### src/hdl/CoreTypes.sv
// Core shared definitions
`default_nettype none

package CoreTypes;

    localparam int DATA_WIDTH = 32;
    localparam int ADDR_WIDTH = 10;
    localparam int REG_NUM = 8;
    localparam int REG_ADDR_WIDTH = 3;
    localparam int SERIAL_WIDTH = 2;
    localparam int MEM_READ_LATENCY = 3;

    typedef logic [DATA_WIDTH-1:0] DataPath;
    typedef logic [ADDR_WIDTH-1:0] AddrPath;
    typedef logic [ADDR_WIDTH-1:0] PC_Path;
    typedef logic [REG_ADDR_WIDTH-1:0] RegAddrPath;
    typedef logic [SERIAL_WIDTH-1:0] MemAccessSerial;

    // Stores to the top word go to the serial port
    localparam AddrPath SERIAL_IO_ADDR = '1;

    // Instruction field positions
    localparam int OPCODE_LSB = 28;
    localparam int RD_LSB = 25;
    localparam int RS1_LSB = 22;
    localparam int RS2_LSB = 19;
    localparam int IMM_WIDTH = 16;

    // Zero is left unassigned so that cleared memory traps
    typedef enum logic [3:0] {
        OP_ADDI = 4'h1,
        OP_ADD  = 4'h2,
        OP_SUB  = 4'h3,
        OP_LW   = 4'h4,
        OP_SW   = 4'h5,
        OP_BNE  = 4'h6,
        OP_HALT = 4'hF
    } OpCode;

    typedef enum logic [2:0] {
        PH_IDLE,
        PH_FETCH,
        PH_FETCH_WAIT,
        PH_EXECUTE,
        PH_MEM_WAIT,
        PH_HALTED
    } CorePhase;

endpackage

`default_nettype wire
### src/hdl/Core.sv
// Multi-cycle core
`timescale 1ns/1ns
`default_nettype none

module Core (
    input  logic                     clk,
    input  logic                     arstN,
    input  logic                     run,
    output CoreTypes::AddrPath        memAccessAddr,
    output CoreTypes::DataPath        memAccessWriteData,
    output logic                     memAccessRE,
    output logic                     memAccessWE,
    output CoreTypes::MemAccessSerial memAccessSerial,
    input  logic                     memAccessBusy,
    input  logic                     memReadDataReady,
    input  CoreTypes::DataPath        memReadData,
    input  CoreTypes::MemAccessSerial memReadSerial,
    output logic                     serialWE,
    output CoreTypes::DataPath        serialWriteData,
    output logic                     halted,
    output logic                     illegalOp,
    output CoreTypes::PC_Path         lastCommittedPC,
    output logic                     commitValid
);
    import CoreTypes::*;

    CorePhase   phase;
    CorePhase   nextPhase;
    logic       commitStrobe;
    logic       memDone;
    PC_Path     pc;
    DataPath    instruction;
    logic       fetchReq;
    logic       fetchDone;
    DataPath    fetchData;
    RegAddrPath rs1Addr;
    RegAddrPath rs2Addr;
    RegAddrPath rdAddr;
    DataPath    rs1Data;
    DataPath    rs2Data;
    DataPath    rdData;
    logic       rdWrite;
    logic       branchTaken;
    PC_Path     branchOffset;
    logic       memRead;
    logic       memWrite;
    AddrPath    memAddr;
    DataPath    storeData;
    logic       isHalt;
    logic       isIllegal;
    logic       dataReadReq;
    logic       dataWriteReq;
    AddrPath    dataAddr;
    DataPath    dataWriteData;
    logic       dataDone;
    DataPath    dataReadData;
    DataPath    loadData;
    logic       ioStore;

    always_comb begin
        nextPhase    = phase;
        commitStrobe = 1'b0;
        case (phase)
            PH_IDLE: begin
                if (run) begin
                    nextPhase = PH_FETCH;
                end
            end
            PH_FETCH: begin
                if (!memAccessBusy) begin
                    nextPhase = PH_FETCH_WAIT;
                end
            end
            PH_FETCH_WAIT: begin
                if (fetchDone) begin
                    nextPhase = PH_EXECUTE;
                end
            end
            PH_EXECUTE: begin
                if (isIllegal) begin
                    nextPhase = PH_HALTED;
                end else if ((memRead || memWrite) && !ioStore) begin
                    if (!memAccessBusy) begin
                        nextPhase = PH_MEM_WAIT;
                    end
                end else begin
                    commitStrobe = 1'b1;
                    nextPhase = isHalt ? PH_HALTED : PH_FETCH;
                end
            end
            PH_MEM_WAIT: begin
                // Load data is registered, so commit one cycle after dataDone
                if (memDone) begin
                    commitStrobe = 1'b1;
                    nextPhase = PH_FETCH;
                end
            end
            default: nextPhase = phase;
        endcase
    end

    always_ff @(posedge clk or negedge arstN) begin
        if (!arstN) begin
            phase           <= PH_IDLE;
            memDone         <= 1'b0;
            commitValid     <= 1'b0;
            lastCommittedPC <= '0;
            illegalOp       <= 1'b0;
        end else begin
            phase       <= nextPhase;
            memDone     <= dataDone;
            commitValid <= commitStrobe;
            if (commitStrobe) begin
                lastCommittedPC <= pc;
            end
            if (phase == PH_EXECUTE && isIllegal) begin
                illegalOp <= 1'b1;
            end
        end
    end

    assign halted = phase == PH_HALTED;

    FetchUnit fetchUnit (
        .clk(clk), .arstN(arstN), .phase(phase),
        .fetchDone(fetchDone), .fetchData(fetchData),
        .branchTaken(branchTaken), .branchOffset(branchOffset),
        .commitStrobe(commitStrobe),
        .pc(pc), .instruction(instruction), .fetchReq(fetchReq)
    );

    ExecuteUnit executeUnit (
        .instruction(instruction), .rs1Data(rs1Data), .rs2Data(rs2Data),
        .loadData(loadData),
        .rs1Addr(rs1Addr), .rs2Addr(rs2Addr), .rdAddr(rdAddr),
        .rdWrite(rdWrite), .rdData(rdData),
        .branchTaken(branchTaken), .branchOffset(branchOffset),
        .memRead(memRead), .memWrite(memWrite), .memAddr(memAddr),
        .storeData(storeData), .isHalt(isHalt), .isIllegal(isIllegal)
    );

    RegisterFile registerFile (
        .clk(clk), .arstN(arstN),
        .readAddrA(rs1Addr), .readAddrB(rs2Addr),
        .readDataA(rs1Data), .readDataB(rs2Data),
        .writeEnable(commitStrobe && rdWrite),
        .writeAddr(rdAddr), .writeData(rdData)
    );

    LoadStoreUnit loadStoreUnit (
        .clk(clk), .arstN(arstN), .phase(phase),
        .memRead(memRead), .memWrite(memWrite), .memAddr(memAddr),
        .storeData(storeData), .dataDone(dataDone), .dataReadData(dataReadData),
        .dataReadReq(dataReadReq), .dataWriteReq(dataWriteReq),
        .dataAddr(dataAddr), .dataWriteData(dataWriteData),
        .loadData(loadData), .ioStore(ioStore),
        .serialWE(serialWE), .serialWriteData(serialWriteData)
    );

    MemoryAccessController memoryAccessController (
        .clk(clk), .arstN(arstN),
        .fetchReq(fetchReq), .fetchAddr(pc),
        .dataReadReq(dataReadReq), .dataWriteReq(dataWriteReq),
        .dataAddr(dataAddr), .dataWriteData(dataWriteData),
        .fetchDone(fetchDone), .fetchData(fetchData),
        .dataDone(dataDone), .dataReadData(dataReadData),
        .memAccessAddr(memAccessAddr), .memAccessWriteData(memAccessWriteData),
        .memAccessRE(memAccessRE), .memAccessWE(memAccessWE),
        .memAccessSerial(memAccessSerial), .memAccessBusy(memAccessBusy),
        .memReadDataReady(memReadDataReady), .memReadData(memReadData),
        .memReadSerial(memReadSerial)
    );

    // No memory traffic or repeated commit once halted
    assert property (@(posedge clk) disable iff (!arstN)
        phase == PH_HALTED |-> !memAccessRE && !memAccessWE
            && (!commitValid || $past(phase) != PH_HALTED));

endmodule : Core

`default_nettype wire

### src/hdl/MemoryAccessController.sv
// Memory request arbiter with serial-tagged responses
`timescale 1ns/1ns
`default_nettype none

module MemoryAccessController (
    input  logic                     clk,
    input  logic                     arstN,
    input  logic                     fetchReq,
    input  CoreTypes::PC_Path         fetchAddr,
    input  logic                     dataReadReq,
    input  logic                     dataWriteReq,
    input  CoreTypes::AddrPath        dataAddr,
    input  CoreTypes::DataPath        dataWriteData,
    output logic                     fetchDone,
    output CoreTypes::DataPath        fetchData,
    output logic                     dataDone,
    output CoreTypes::DataPath        dataReadData,
    output CoreTypes::AddrPath        memAccessAddr,
    output CoreTypes::DataPath        memAccessWriteData,
    output logic                     memAccessRE,
    output logic                     memAccessWE,
    output CoreTypes::MemAccessSerial memAccessSerial,
    input  logic                     memAccessBusy,
    input  logic                     memReadDataReady,
    input  CoreTypes::DataPath        memReadData,
    input  CoreTypes::MemAccessSerial memReadSerial
);
    import CoreTypes::*;

    MemAccessSerial               nextSerial;
    logic [2**SERIAL_WIDTH-1:0]   entryValid;
    logic [2**SERIAL_WIDTH-1:0]   entryIsData;
    logic                         dataSel;
    logic                         readAccept;
    logic                         responseHit;

    // Data side wins over instruction fetch
    assign dataSel            = dataReadReq || dataWriteReq;
    assign memAccessRE        = dataReadReq || (fetchReq && !dataSel);
    assign memAccessWE        = dataWriteReq;
    assign memAccessAddr      = dataSel ? dataAddr : fetchAddr;
    assign memAccessWriteData = dataWriteData;
    assign memAccessSerial    = nextSerial;
    assign readAccept         = memAccessRE && !memAccessBusy;

    assign responseHit  = memReadDataReady && entryValid[memReadSerial];
    assign fetchDone    = responseHit && !entryIsData[memReadSerial];
    assign fetchData    = memReadData;
    assign dataReadData = memReadData;
    // Writes complete in the cycle memory takes them
    assign dataDone = (responseHit && entryIsData[memReadSerial])
                   || (dataWriteReq && !memAccessBusy);

    always_ff @(posedge clk or negedge arstN) begin
        if (!arstN) begin
            nextSerial <= '0;
            entryValid <= '0;
        end else begin
            if (memReadDataReady) begin
                entryValid[memReadSerial] <= 1'b0;
            end
            if (readAccept) begin
                entryValid[nextSerial] <= 1'b1;
                nextSerial <= nextSerial + 1'b1;
            end
        end
    end

    always_ff @(posedge clk) begin
        if (readAccept) begin
            entryIsData[nextSerial] <= dataReadReq;
        end
    end

    // Memory never returns a serial that was not issued
    assert property (@(posedge clk) disable iff (!arstN)
        memReadDataReady |-> entryValid[memReadSerial]);

endmodule : MemoryAccessController

`default_nettype wire

### src/hdl/LoadStoreUnit.sv
// Load/store path and serial output
`timescale 1ns/1ns
`default_nettype none

module LoadStoreUnit (
    input  logic               clk,
    input  logic               arstN,
    input  CoreTypes::CorePhase phase,
    input  logic               memRead,
    input  logic               memWrite,
    input  CoreTypes::AddrPath  memAddr,
    input  CoreTypes::DataPath  storeData,
    input  logic               dataDone,
    input  CoreTypes::DataPath  dataReadData,
    output logic               dataReadReq,
    output logic               dataWriteReq,
    output CoreTypes::AddrPath  dataAddr,
    output CoreTypes::DataPath  dataWriteData,
    output CoreTypes::DataPath  loadData,
    output logic               ioStore,
    output logic               serialWE,
    output CoreTypes::DataPath  serialWriteData
);
    import CoreTypes::*;

    logic    inExecute;
    logic    ioHit;
    DataPath loadDataQ;

    assign inExecute = phase == PH_EXECUTE;
    assign ioHit     = memAddr == SERIAL_IO_ADDR;

    // Any access to the I/O word finishes in the execute cycle
    assign ioStore       = inExecute && (memRead || memWrite) && ioHit;
    assign dataReadReq   = inExecute && memRead && !ioHit;
    assign dataWriteReq  = inExecute && memWrite && !ioHit;
    assign dataAddr      = memAddr;
    assign dataWriteData = storeData;

    // I/O loads read as zero
    assign loadData = (inExecute && ioHit) ? '0 : loadDataQ;

    always_ff @(posedge clk) begin
        if (dataDone && memRead) begin
            loadDataQ <= dataReadData;
        end
        if (ioStore && memWrite) begin
            serialWriteData <= storeData;
        end
    end

    always_ff @(posedge clk or negedge arstN) begin
        if (!arstN) begin
            serialWE <= 1'b0;
        end else begin
            serialWE <= ioStore && memWrite;
        end
    end

endmodule : LoadStoreUnit

`default_nettype wire

### src/hdl/ExecuteUnit.sv
// Decoder, ALU and branch unit
`timescale 1ns/1ns
`default_nettype none

module ExecuteUnit (
    input  CoreTypes::DataPath    instruction,
    input  CoreTypes::DataPath    rs1Data,
    input  CoreTypes::DataPath    rs2Data,
    input  CoreTypes::DataPath    loadData,
    output CoreTypes::RegAddrPath rs1Addr,
    output CoreTypes::RegAddrPath rs2Addr,
    output CoreTypes::RegAddrPath rdAddr,
    output logic                 rdWrite,
    output CoreTypes::DataPath    rdData,
    output logic                 branchTaken,
    output CoreTypes::PC_Path     branchOffset,
    output logic                 memRead,
    output logic                 memWrite,
    output CoreTypes::AddrPath    memAddr,
    output CoreTypes::DataPath    storeData,
    output logic                 isHalt,
    output logic                 isIllegal
);
    import CoreTypes::*;

    OpCode   opCode;
    DataPath immExt;
    DataPath addrSum;

    assign opCode  = OpCode'(instruction[OPCODE_LSB +: $bits(OpCode)]);
    assign rdAddr  = instruction[RD_LSB +: REG_ADDR_WIDTH];
    assign rs1Addr = instruction[RS1_LSB +: REG_ADDR_WIDTH];
    assign rs2Addr = instruction[RS2_LSB +: REG_ADDR_WIDTH];

    assign immExt = {{(DATA_WIDTH - IMM_WIDTH){instruction[IMM_WIDTH-1]}},
                     instruction[IMM_WIDTH-1:0]};

    // Shared by ADDI and the load/store address
    assign addrSum      = rs1Data + immExt;
    assign memAddr      = addrSum[ADDR_WIDTH-1:0];
    assign branchOffset = immExt[ADDR_WIDTH-1:0];
    assign storeData    = rs2Data;

    always_comb begin
        rdWrite     = 1'b0;
        rdData      = addrSum;
        memRead     = 1'b0;
        memWrite    = 1'b0;
        branchTaken = 1'b0;
        isHalt      = 1'b0;
        isIllegal   = 1'b0;
        case (opCode)
            OP_ADDI: begin
                rdWrite = 1'b1;
            end
            OP_ADD: begin
                rdWrite = 1'b1;
                rdData  = rs1Data + rs2Data;
            end
            OP_SUB: begin
                rdWrite = 1'b1;
                rdData  = rs1Data - rs2Data;
            end
            OP_LW: begin
                rdWrite = 1'b1;
                memRead = 1'b1;
                rdData  = loadData;
            end
            OP_SW:   memWrite = 1'b1;
            OP_BNE:  branchTaken = rs1Data != rs2Data;
            OP_HALT: isHalt = 1'b1;
            default: isIllegal = 1'b1;
        endcase
    end

endmodule : ExecuteUnit

`default_nettype wire

### src/hdl/FetchUnit.sv
// Program counter and instruction register
`timescale 1ns/1ns
`default_nettype none

module FetchUnit (
    input  logic               clk,
    input  logic               arstN,
    input  CoreTypes::CorePhase phase,
    input  logic               fetchDone,
    input  CoreTypes::DataPath  fetchData,
    input  logic               branchTaken,
    input  CoreTypes::PC_Path   branchOffset,
    input  logic               commitStrobe,
    output CoreTypes::PC_Path   pc,
    output CoreTypes::DataPath  instruction,
    output logic               fetchReq
);
    import CoreTypes::*;

    assign fetchReq = phase == PH_FETCH;

    always_ff @(posedge clk or negedge arstN) begin
        if (!arstN) begin
            pc <= '0;
        end else if (commitStrobe) begin
            // Offset is in words, relative to the branch itself
            if (branchTaken) begin
                pc <= pc + branchOffset;
            end else begin
                pc <= pc + PC_Path'(1);
            end
        end
    end

    always_ff @(posedge clk) begin
        if (fetchDone) begin
            instruction <= fetchData;
        end
    end

    // A fetch response must belong to the fetch the sequencer is waiting on
    assert property (@(posedge clk) disable iff (!arstN)
        fetchDone |-> phase == PH_FETCH_WAIT);

endmodule : FetchUnit

`default_nettype wire

### src/hdl/RegisterFile.sv
// Integer register file
`timescale 1ns/1ns
`default_nettype none

module RegisterFile (
    input  logic                 clk,
    input  logic                 arstN,
    input  CoreTypes::RegAddrPath readAddrA,
    input  CoreTypes::RegAddrPath readAddrB,
    output CoreTypes::DataPath    readDataA,
    output CoreTypes::DataPath    readDataB,
    input  logic                 writeEnable,
    input  CoreTypes::RegAddrPath writeAddr,
    input  CoreTypes::DataPath    writeData
);
    import CoreTypes::*;

    DataPath regs [REG_NUM];

    // r0 is never written, so it keeps its reset value of zero
    always_ff @(posedge clk or negedge arstN) begin
        if (!arstN) begin
            for (int i = 0; i < REG_NUM; i++) begin
                regs[i] <= '0;
            end
        end else if (writeEnable && writeAddr != '0) begin
            regs[writeAddr] <= writeData;
        end
    end

    assign readDataA = regs[readAddrA];
    assign readDataB = regs[readAddrB];

endmodule : RegisterFile

`default_nettype wire

### config.mk
export PLATFORM = sky130hd
export DESIGN_NAME = Core
export DESIGN_NICKNAME = d
export VERILOG_FILES = /design/src/hdl/CoreTypes.sv /design/src/hdl/Core.sv /design/src/hdl/MemoryAccessController.sv /design/src/hdl/LoadStoreUnit.sv /design/src/hdl/ExecuteUnit.sv /design/src/hdl/FetchUnit.sv /design/src/hdl/RegisterFile.sv
export SDC_FILE = /design/constraint.sdc
export NUM_CORES = 1
export LEC_CHECK = 0
export BUFFER_PORTS_ARGS = -buffer_cell sky130_fd_sc_hd__clkbuf_2
export CAP_MARGIN = 0
export CORE_MARGIN = 2
export CORE_UTILIZATION = 55
export CTS_BUF_LIST = sky130_fd_sc_hd__clkbuf_8
export CTS_CLUSTER_SIZE = 12
export DETAILED_ROUTE_END_ITERATION = 8
export PLACE_DENSITY = 0.7
export SLEW_MARGIN = 20
export SYNTH_ARGS = -nofsm -noshare
export SYNTH_HDL_FRONTEND = slang
export SYNTH_SLANG_ARGS = --single-unit
### constraint.sdc
create_clock -name clk -period 17.4 [get_ports clk]
set_clock_uncertainty 0.05 [all_clocks]
set_input_delay 0.87 -clock clk [delete_from_list [all_inputs] [get_ports clk]]
set_output_delay 0.87 -clock clk [all_outputs]
set_load 0.02 [all_outputs]
# Word-level counts from Yosys, hierarchy flattened
# Cells that the tools add are included.
dict set report word_totals {
  mem_bits_ro 0
  latchBits 0
  ff_bits 389
  mem_bits_rw 0
  n_memories 0
  in_bits 39
}
dict set report op_classes {
  eq_ne 19
  n_mul 0
  shift 0
  add_sub_neg 6
  n_reduce_logical 37
  n_bitwise 6
  div_mod_pow 0
  n_mux 43
  order_cmp 8
}
# op count
set ops {}
lappend ops {{256-bit bitwise mux} 1}
lappend ops {{32-bit binary-select mux with 3-bit select} 2}
lappend ops {{32-bit two-way mux} 6}
lappend ops {{32-bit demux with 3-bit select} 1}
lappend ops {{32-bit case mux with 3 select lines} 1}
lappend ops {{32-bit adder} 2}
lappend ops {{32-bit != test} 1}
lappend ops {{32-bit subtractor} 1}
lappend ops {{3-bit two-way mux} 8}
lappend ops {{1-bit logical AND} 22}
lappend ops {{10-bit two-way mux} 2}
lappend ops {{3-bit case mux with 5 select lines} 1}
lappend ops {{1-bit two-way mux} 13}
lappend ops {{4-bit by 3-bit == test with 1-bit output, second input constant} 3}
lappend ops {{4-bit >= comparator, second input constant} 3}
lappend ops {{3-bit NOT with 4-bit output} 3}
lappend ops {{10-bit by 1-bit adder with 10-bit output, second input constant} 1}
lappend ops {{10-bit adder} 1}
lappend ops {{10-bit == test, second input constant} 1}
lappend ops {{4-bit by 2-bit == test with 1-bit output, second input constant} 2}
lappend ops {{4-bit two-way mux} 2}
lappend ops {{2-bit != test, second input constant} 4}
lappend ops {{7-bit OR reduction} 1}
lappend ops {{3-bit by 2-bit == test with 1-bit output, second input constant} 2}
lappend ops {{23 further kinds} 35}

# Longest topological paths before layout
dict set report depth {
  ltp_word 14
  depth_mapped 24
}

# Cells and area by module
# Synthesis repeated with hierarchy kept, for this count alone.
dict set report hier_totals {
  cells_unflattened 2231
  hier_area_um2 26485.4
}
# module cells_per_inst seq_area_each_um2 area_each_um2 n_inst
set by_module_without_submodules {}
lappend by_module_without_submodules {RegisterFile 772 6406.1 13421.6 1}
lappend by_module_without_submodules {ExecuteUnit 966 0.0 6406.1 1}
lappend by_module_without_submodules {LoadStoreUnit 153 1946.9 2603.7 1}
lappend by_module_without_submodules {FetchUnit 129 1211.2 1871.8 1}
lappend by_module_without_submodules {MemoryAccessController 153 270.3 1407.6 1}
lappend by_module_without_submodules {Core 58 400.4 774.5 1}

# Worst setup path after synthesis
# Ideal clock, no wire load.
dict set report synth_timing {
  path_type {register -> register}
  startpoint {reg fetchUnit.instruction[22]}
  endpoint {reg fetchUnit.pc[9]}
  path_slack_ps 11582
  required_time_ps 17225
  stages_incl_launch_ff 25
  t_arrival_ps 5643
  cell_sequence {edfxtp_1 -> clkbuf_1 -> buf_1 -> mux4_2 -> mux2_2 -> ha_1 -> clkbuf_1 -> inv_1 -> nor3_1 -> and3_1 -> nor2b_1 -> nand4_1 -> o211a_1 -> and2_1 -> ha_1 -> a21o_1 -> a21oi_1 -> o21bai_1 -> a21oi_1 -> o21ai_0 -> a21o_1 -> a21oi_1 -> xnor2_1 -> nor2_1 -> xor2_1}
}
dict set report synth_via {
  elab_chain_len 12
}
# element line_no
set synth_lines {}
lappend synth_lines {{start, declared} FetchUnit.sv:15} ;# output CoreTypes::DataPath instruction,
lappend synth_lines {{start signal, assigned} FetchUnit.sv:37} ;# instruction <= fetchData;
lappend synth_lines {{3-bit NOT with 4-bit output (not written as such) *} RegisterFile.sv:31} ;# assign readDataA = regs[readAddrA];
lappend synth_lines {{32-bit binary-select mux with 3-bit select *} RegisterFile.sv:31}
lappend synth_lines {{32-bit two-way mux (not written as such) * (2 in a row)} RegisterFile.sv:31}
lappend synth_lines {{32-bit adder} ExecuteUnit.sv:39} ;# assign addrSum = rs1Data + immExt;
lappend synth_lines {{10-bit == test} LoadStoreUnit.sv:31} ;# assign ioHit = memAddr == SERIAL_IO_ADDR;
lappend synth_lines {{1-bit logical AND} LoadStoreUnit.sv:34} ;# assign ioStore = inExecute && (memRead || memWrite) && ioHit;
lappend synth_lines {{1-bit logical NOT} Core.sv:82} ;# end else if ((memRead || memWrite) && !ioStore) begin
lappend synth_lines {{1-bit logical AND} Core.sv:82}
lappend synth_lines {{1-bit two-way mux} Core.sv:82}
lappend synth_lines {{1-bit two-way mux} Core.sv:80} ;# if (isIllegal) begin
lappend synth_lines {{1-bit case mux with 2 select lines} Core.sv:63} ;# case (phase)
lappend synth_lines {{end signal, assigned} FetchUnit.sv:28} ;# pc <= pc + branchOffset;
lappend synth_lines {{end signal, assigned} FetchUnit.sv:30} ;# pc <= pc + PC_Path'(1);
lappend synth_lines {{end, declared} FetchUnit.sv:14} ;# output CoreTypes::PC_Path pc,
# Every way passes the cells marked *; elsewhere a longest branch is shown, timed or not. The select of a mux whose other input is x is not followed.
# A chain may end at the register's enable or synchronous reset.

# Final worst setup path
dict set report layout_timing {
  startpoint {reg fetchUnit.instruction[22]}
  endpoint {out memAccessAddr[6]}
}
dict set report layout_via {
  elab_chain_len 10
}
# element line_no
set layout_lines {}
lappend layout_lines {{3-bit NOT with 4-bit output (not written as such) *} RegisterFile.sv:31}
lappend layout_lines {{32-bit binary-select mux with 3-bit select *} RegisterFile.sv:31}
lappend layout_lines {{32-bit two-way mux (not written as such) * (2 in a row)} RegisterFile.sv:31}
lappend layout_lines {{32-bit adder *} ExecuteUnit.sv:39}
lappend layout_lines {{10-bit == test} LoadStoreUnit.sv:31}
lappend layout_lines {{1-bit logical NOT} {LoadStoreUnit.sv:35, LoadStoreUnit.sv:36}}
lappend layout_lines {{1-bit logical AND, on equally long branches} {LoadStoreUnit.sv:35, LoadStoreUnit.sv:36}}
lappend layout_lines {{1-bit logical OR} MemoryAccessController.sv:38} ;# assign dataSel = dataReadReq || dataWriteReq;
lappend layout_lines {{10-bit two-way mux *} MemoryAccessController.sv:41} ;# assign memAccessAddr = dataSel ? dataAddr : fetchAddr;
lappend layout_lines {{end, declared} Core.sv:9} ;# output CoreTypes::AddrPath memAccessAddr,
# Marks and branches as above.

==> metrics.csv <==
metric;value;unit
port_buffers;130;
peakVddDrop;0.0441;mV
crit_arrival;6280;ps
start_kind;register;
synth.avg_cell_area;10.8;µm²
slowest_delay;740;ps
io_pins;131;
grt_max_degree;87;
worstMarginPinSlew;1180;ps
ant_nets;0;
die_width;209;µm
clkTransAtPathRegs;60;ps
grt_setup_unrepaired;no;
syn_inst;2143;
rrSetupSlack;10460;ps
cts_buffers;68;
syn-cell-area;23200;µm²
cts_max_path_buffers;3;
synth_nets;2292;
ys_warn_count;0;
hold_viol;0;
yosysSeqAreaShare;0.437;
n_fill_cell;3421;
place_area;24200;µm²
ys_seq_elements;386;
post-route-period-util;0.414;
area_growth;9.66;%
cts_hold_buf;0;
drc;0;
synth.top_cell.area_share;0.312;
reg2reg_from;fetchUnit.instruction[22]$_DFFE_PP_;
vias_per_cell;6.52;
coreArea;41800;µm²
synth_cell_types;88;
worst-path-buf-inv;4;
track_usage;0.314;
crit_path_start;fetchUnit.instruction[22]$_DFFE_PP_;
endpoint;memAccessAddr[6];
cts_sinks;386;
path_cells;buf_4, buf_4, mux4_2, mux2i_1, inv_1, ha_1, fa_1, xor2_1, nand3_1, nor4_1, nand3_1, nand2_1, mux2_2, clkbuf_2;
clock.fmax;139;MHz
required;16480;ps
p_leak;11.6;nW
design_area;25400;µm²
postCtsSetupBuffers;0;
wl_per_cell;24.4;µm
ys.flop_type;dfrtp_1;
ff2ff_path_depth;21;
vias;18283;
ys_top_cells_by_count;dfrtp_1, a21oi_1, nor2_1;
crit_type;register to output port;
die_y;209;µm
ctsResizeCount;0;
drtIter0Drc;2257;
yosys-top-cells-area;dfrtp_1, mux4_2, edfxtp_1;
synth_async_sr_flop_share;0.749;
crit_slowest_cell;buf_4;
slew_headroom;0.215;
cts_tree;yes;
start_util;0.556;
tns;0;ps
critPathMaxFanout;36;
r2r-end;fetchUnit.pc[9]$_DFFE_PN0P_;
grt_pass1_wl;105000;µm
firstDrtPassIters;6;
yosysTopAreaCell;dfrtp_1;
min_period;7200;ps
dieArea;43800;µm²
cts_max_level;3;
drive_above_1_share;0.220;
status;complete, no violations;
maxCapViolCount;0;
post-dp-hpwl;46900;µm
drv_slew;0;
worstSetupEndpointType;output port;
grt_antenna_before_repair;2;
place_congestion;0.976;
worstSkewPairLatency;670;ps
finalWirelength;68300;µm
synth_edf_count;97;
row_count;75;
crit_cells;14;
grt_pass1_vias;17864;
setup_violations;0;
p_per_area;69.3;nW/µm²
nNetsFinal;2362;
crit_family;simple AND/OR/NAND/NOR gates;
cts-root-buf;clkbuf_8;
hold_class;input port to async pin;
grt.overflow.total;0;
synth_most_common_cell;dfrtp_1;
-- where the power goes --
| group | switching [mW] | internal [mW] |
|---|---|---|
| clock network | 0.384 | 0.392 |
| logic | 0.0345 | 0.0160 |
| registers | 0.00359 | 0.931 |
-- cell type report --
class | count | area (µm²) | area share
inverter | 78 | 293 | 0.0115
timing repair buffer | 165 | 930 | 0.0365
multi-input combinational | 1514 | 12200 | 0.478
tap | 539 | 674 | 0.0265
antenna | 2 | 5.00 | 0.000197
clock buffer | 74 | 1020 | 0.0400
clock inverter | 47 | 213 | 0.00836
sequential | 386 | 10100 | 0.399
-- sequential cells by signal, summed over array words and instances (netlist names) --
signal / cells
loadStoreUnit.serialWriteData: 32
lastCommittedPC: 10
loadStoreUnit.loadDataQ: 32
commitValid: 1
fetchUnit.instruction: 29
memoryAccessController.entryIsData: 4
memoryAccessController.entryValid: 4
memDone: 1
fetchUnit.pc: 10
registerFile.regs: 256
memoryAccessController.memAccessSerial: 2
illegalOp: 1
phase: 3
loadStoreUnit.serialWE: 1
-- through the flow --
stage	utilization	hold slack (ps)	std cells	setup slack [ps]	power [mW]
2_1_floorplan	-	391	2143	11580	0.972
3_3_place_gp	0.579	326	2679	10480	1.00
3_5_place_dp	0.579	333	2679	10420	1.00
4_1_cts	0.608	90.0	2800	10190	1.78
5_1_grt	0.609	123	2804	9800	1.82
6_report	0.609	101	2805	10200	1.76
-- worst min path at each step --
stage                                  startpoint                                             end  cells after the start
4_1_cts                                     arstN  memoryAccessController.entryValid[0]$_DFF_PN0_                      1
5_1_grt                                     arstN  memoryAccessController.entryValid[0]$_DFF_PN0_                      1
3_5_place_dp   registerFile.regs[228]$_DFFE_PN0P_              registerFile.regs[228]$_DFFE_PN0P_                      0
2_1_floorplan  registerFile.regs[224]$_DFFE_PN0P_              registerFile.regs[224]$_DFFE_PN0P_                      1
6_report                                    arstN                     fetchUnit.pc[4]$_DFFE_PN0P_                      1
3_3_place_gp   registerFile.regs[228]$_DFFE_PN0P_              registerFile.regs[228]$_DFFE_PN0P_                      0
-- routing by layer --
metal,up-vias,routed length (µm),track usage
li1,8106,-,-
met1,9153,28700,0.442
met2,865,31300,0.487
met3,157,6070,0.0663
met4,2,2220,0.110
met5,-,12,0
-- layout by cell type, fill, tap and decap left out, types with 18 or more instances in the layout --
cell / count
dfrtp_1: 289
a21oi_1: 237
nor2_1: 209
nand2_1: 143
mux4_2: 130
clkbuf_2: 129
o21ai_0: 117
ha_1: 106
inv_1: 98
edfxtp_1: 97
mux2_2: 79
clkbuf_8: 74
xnor2_1: 42
mux2i_1: 39
buf_4: 31
nand3_1: 30
a221oi_1: 26
a21o_1: 23
nor3_1: 18
and2_1: 18
-- cell families after synthesis --
family,share of synthesized area
AND/OR/NAND/NOR,0.102
XOR/XNOR,0.0215
AO/OA/AOI/OAI,0.156
multiplexers,0.181
buffers and inverters,0.0413
adder cells (fa/ha/maj),0.0606
flip-flops,0.437
No activity file was read; power rests on OpenSTA's default activity.
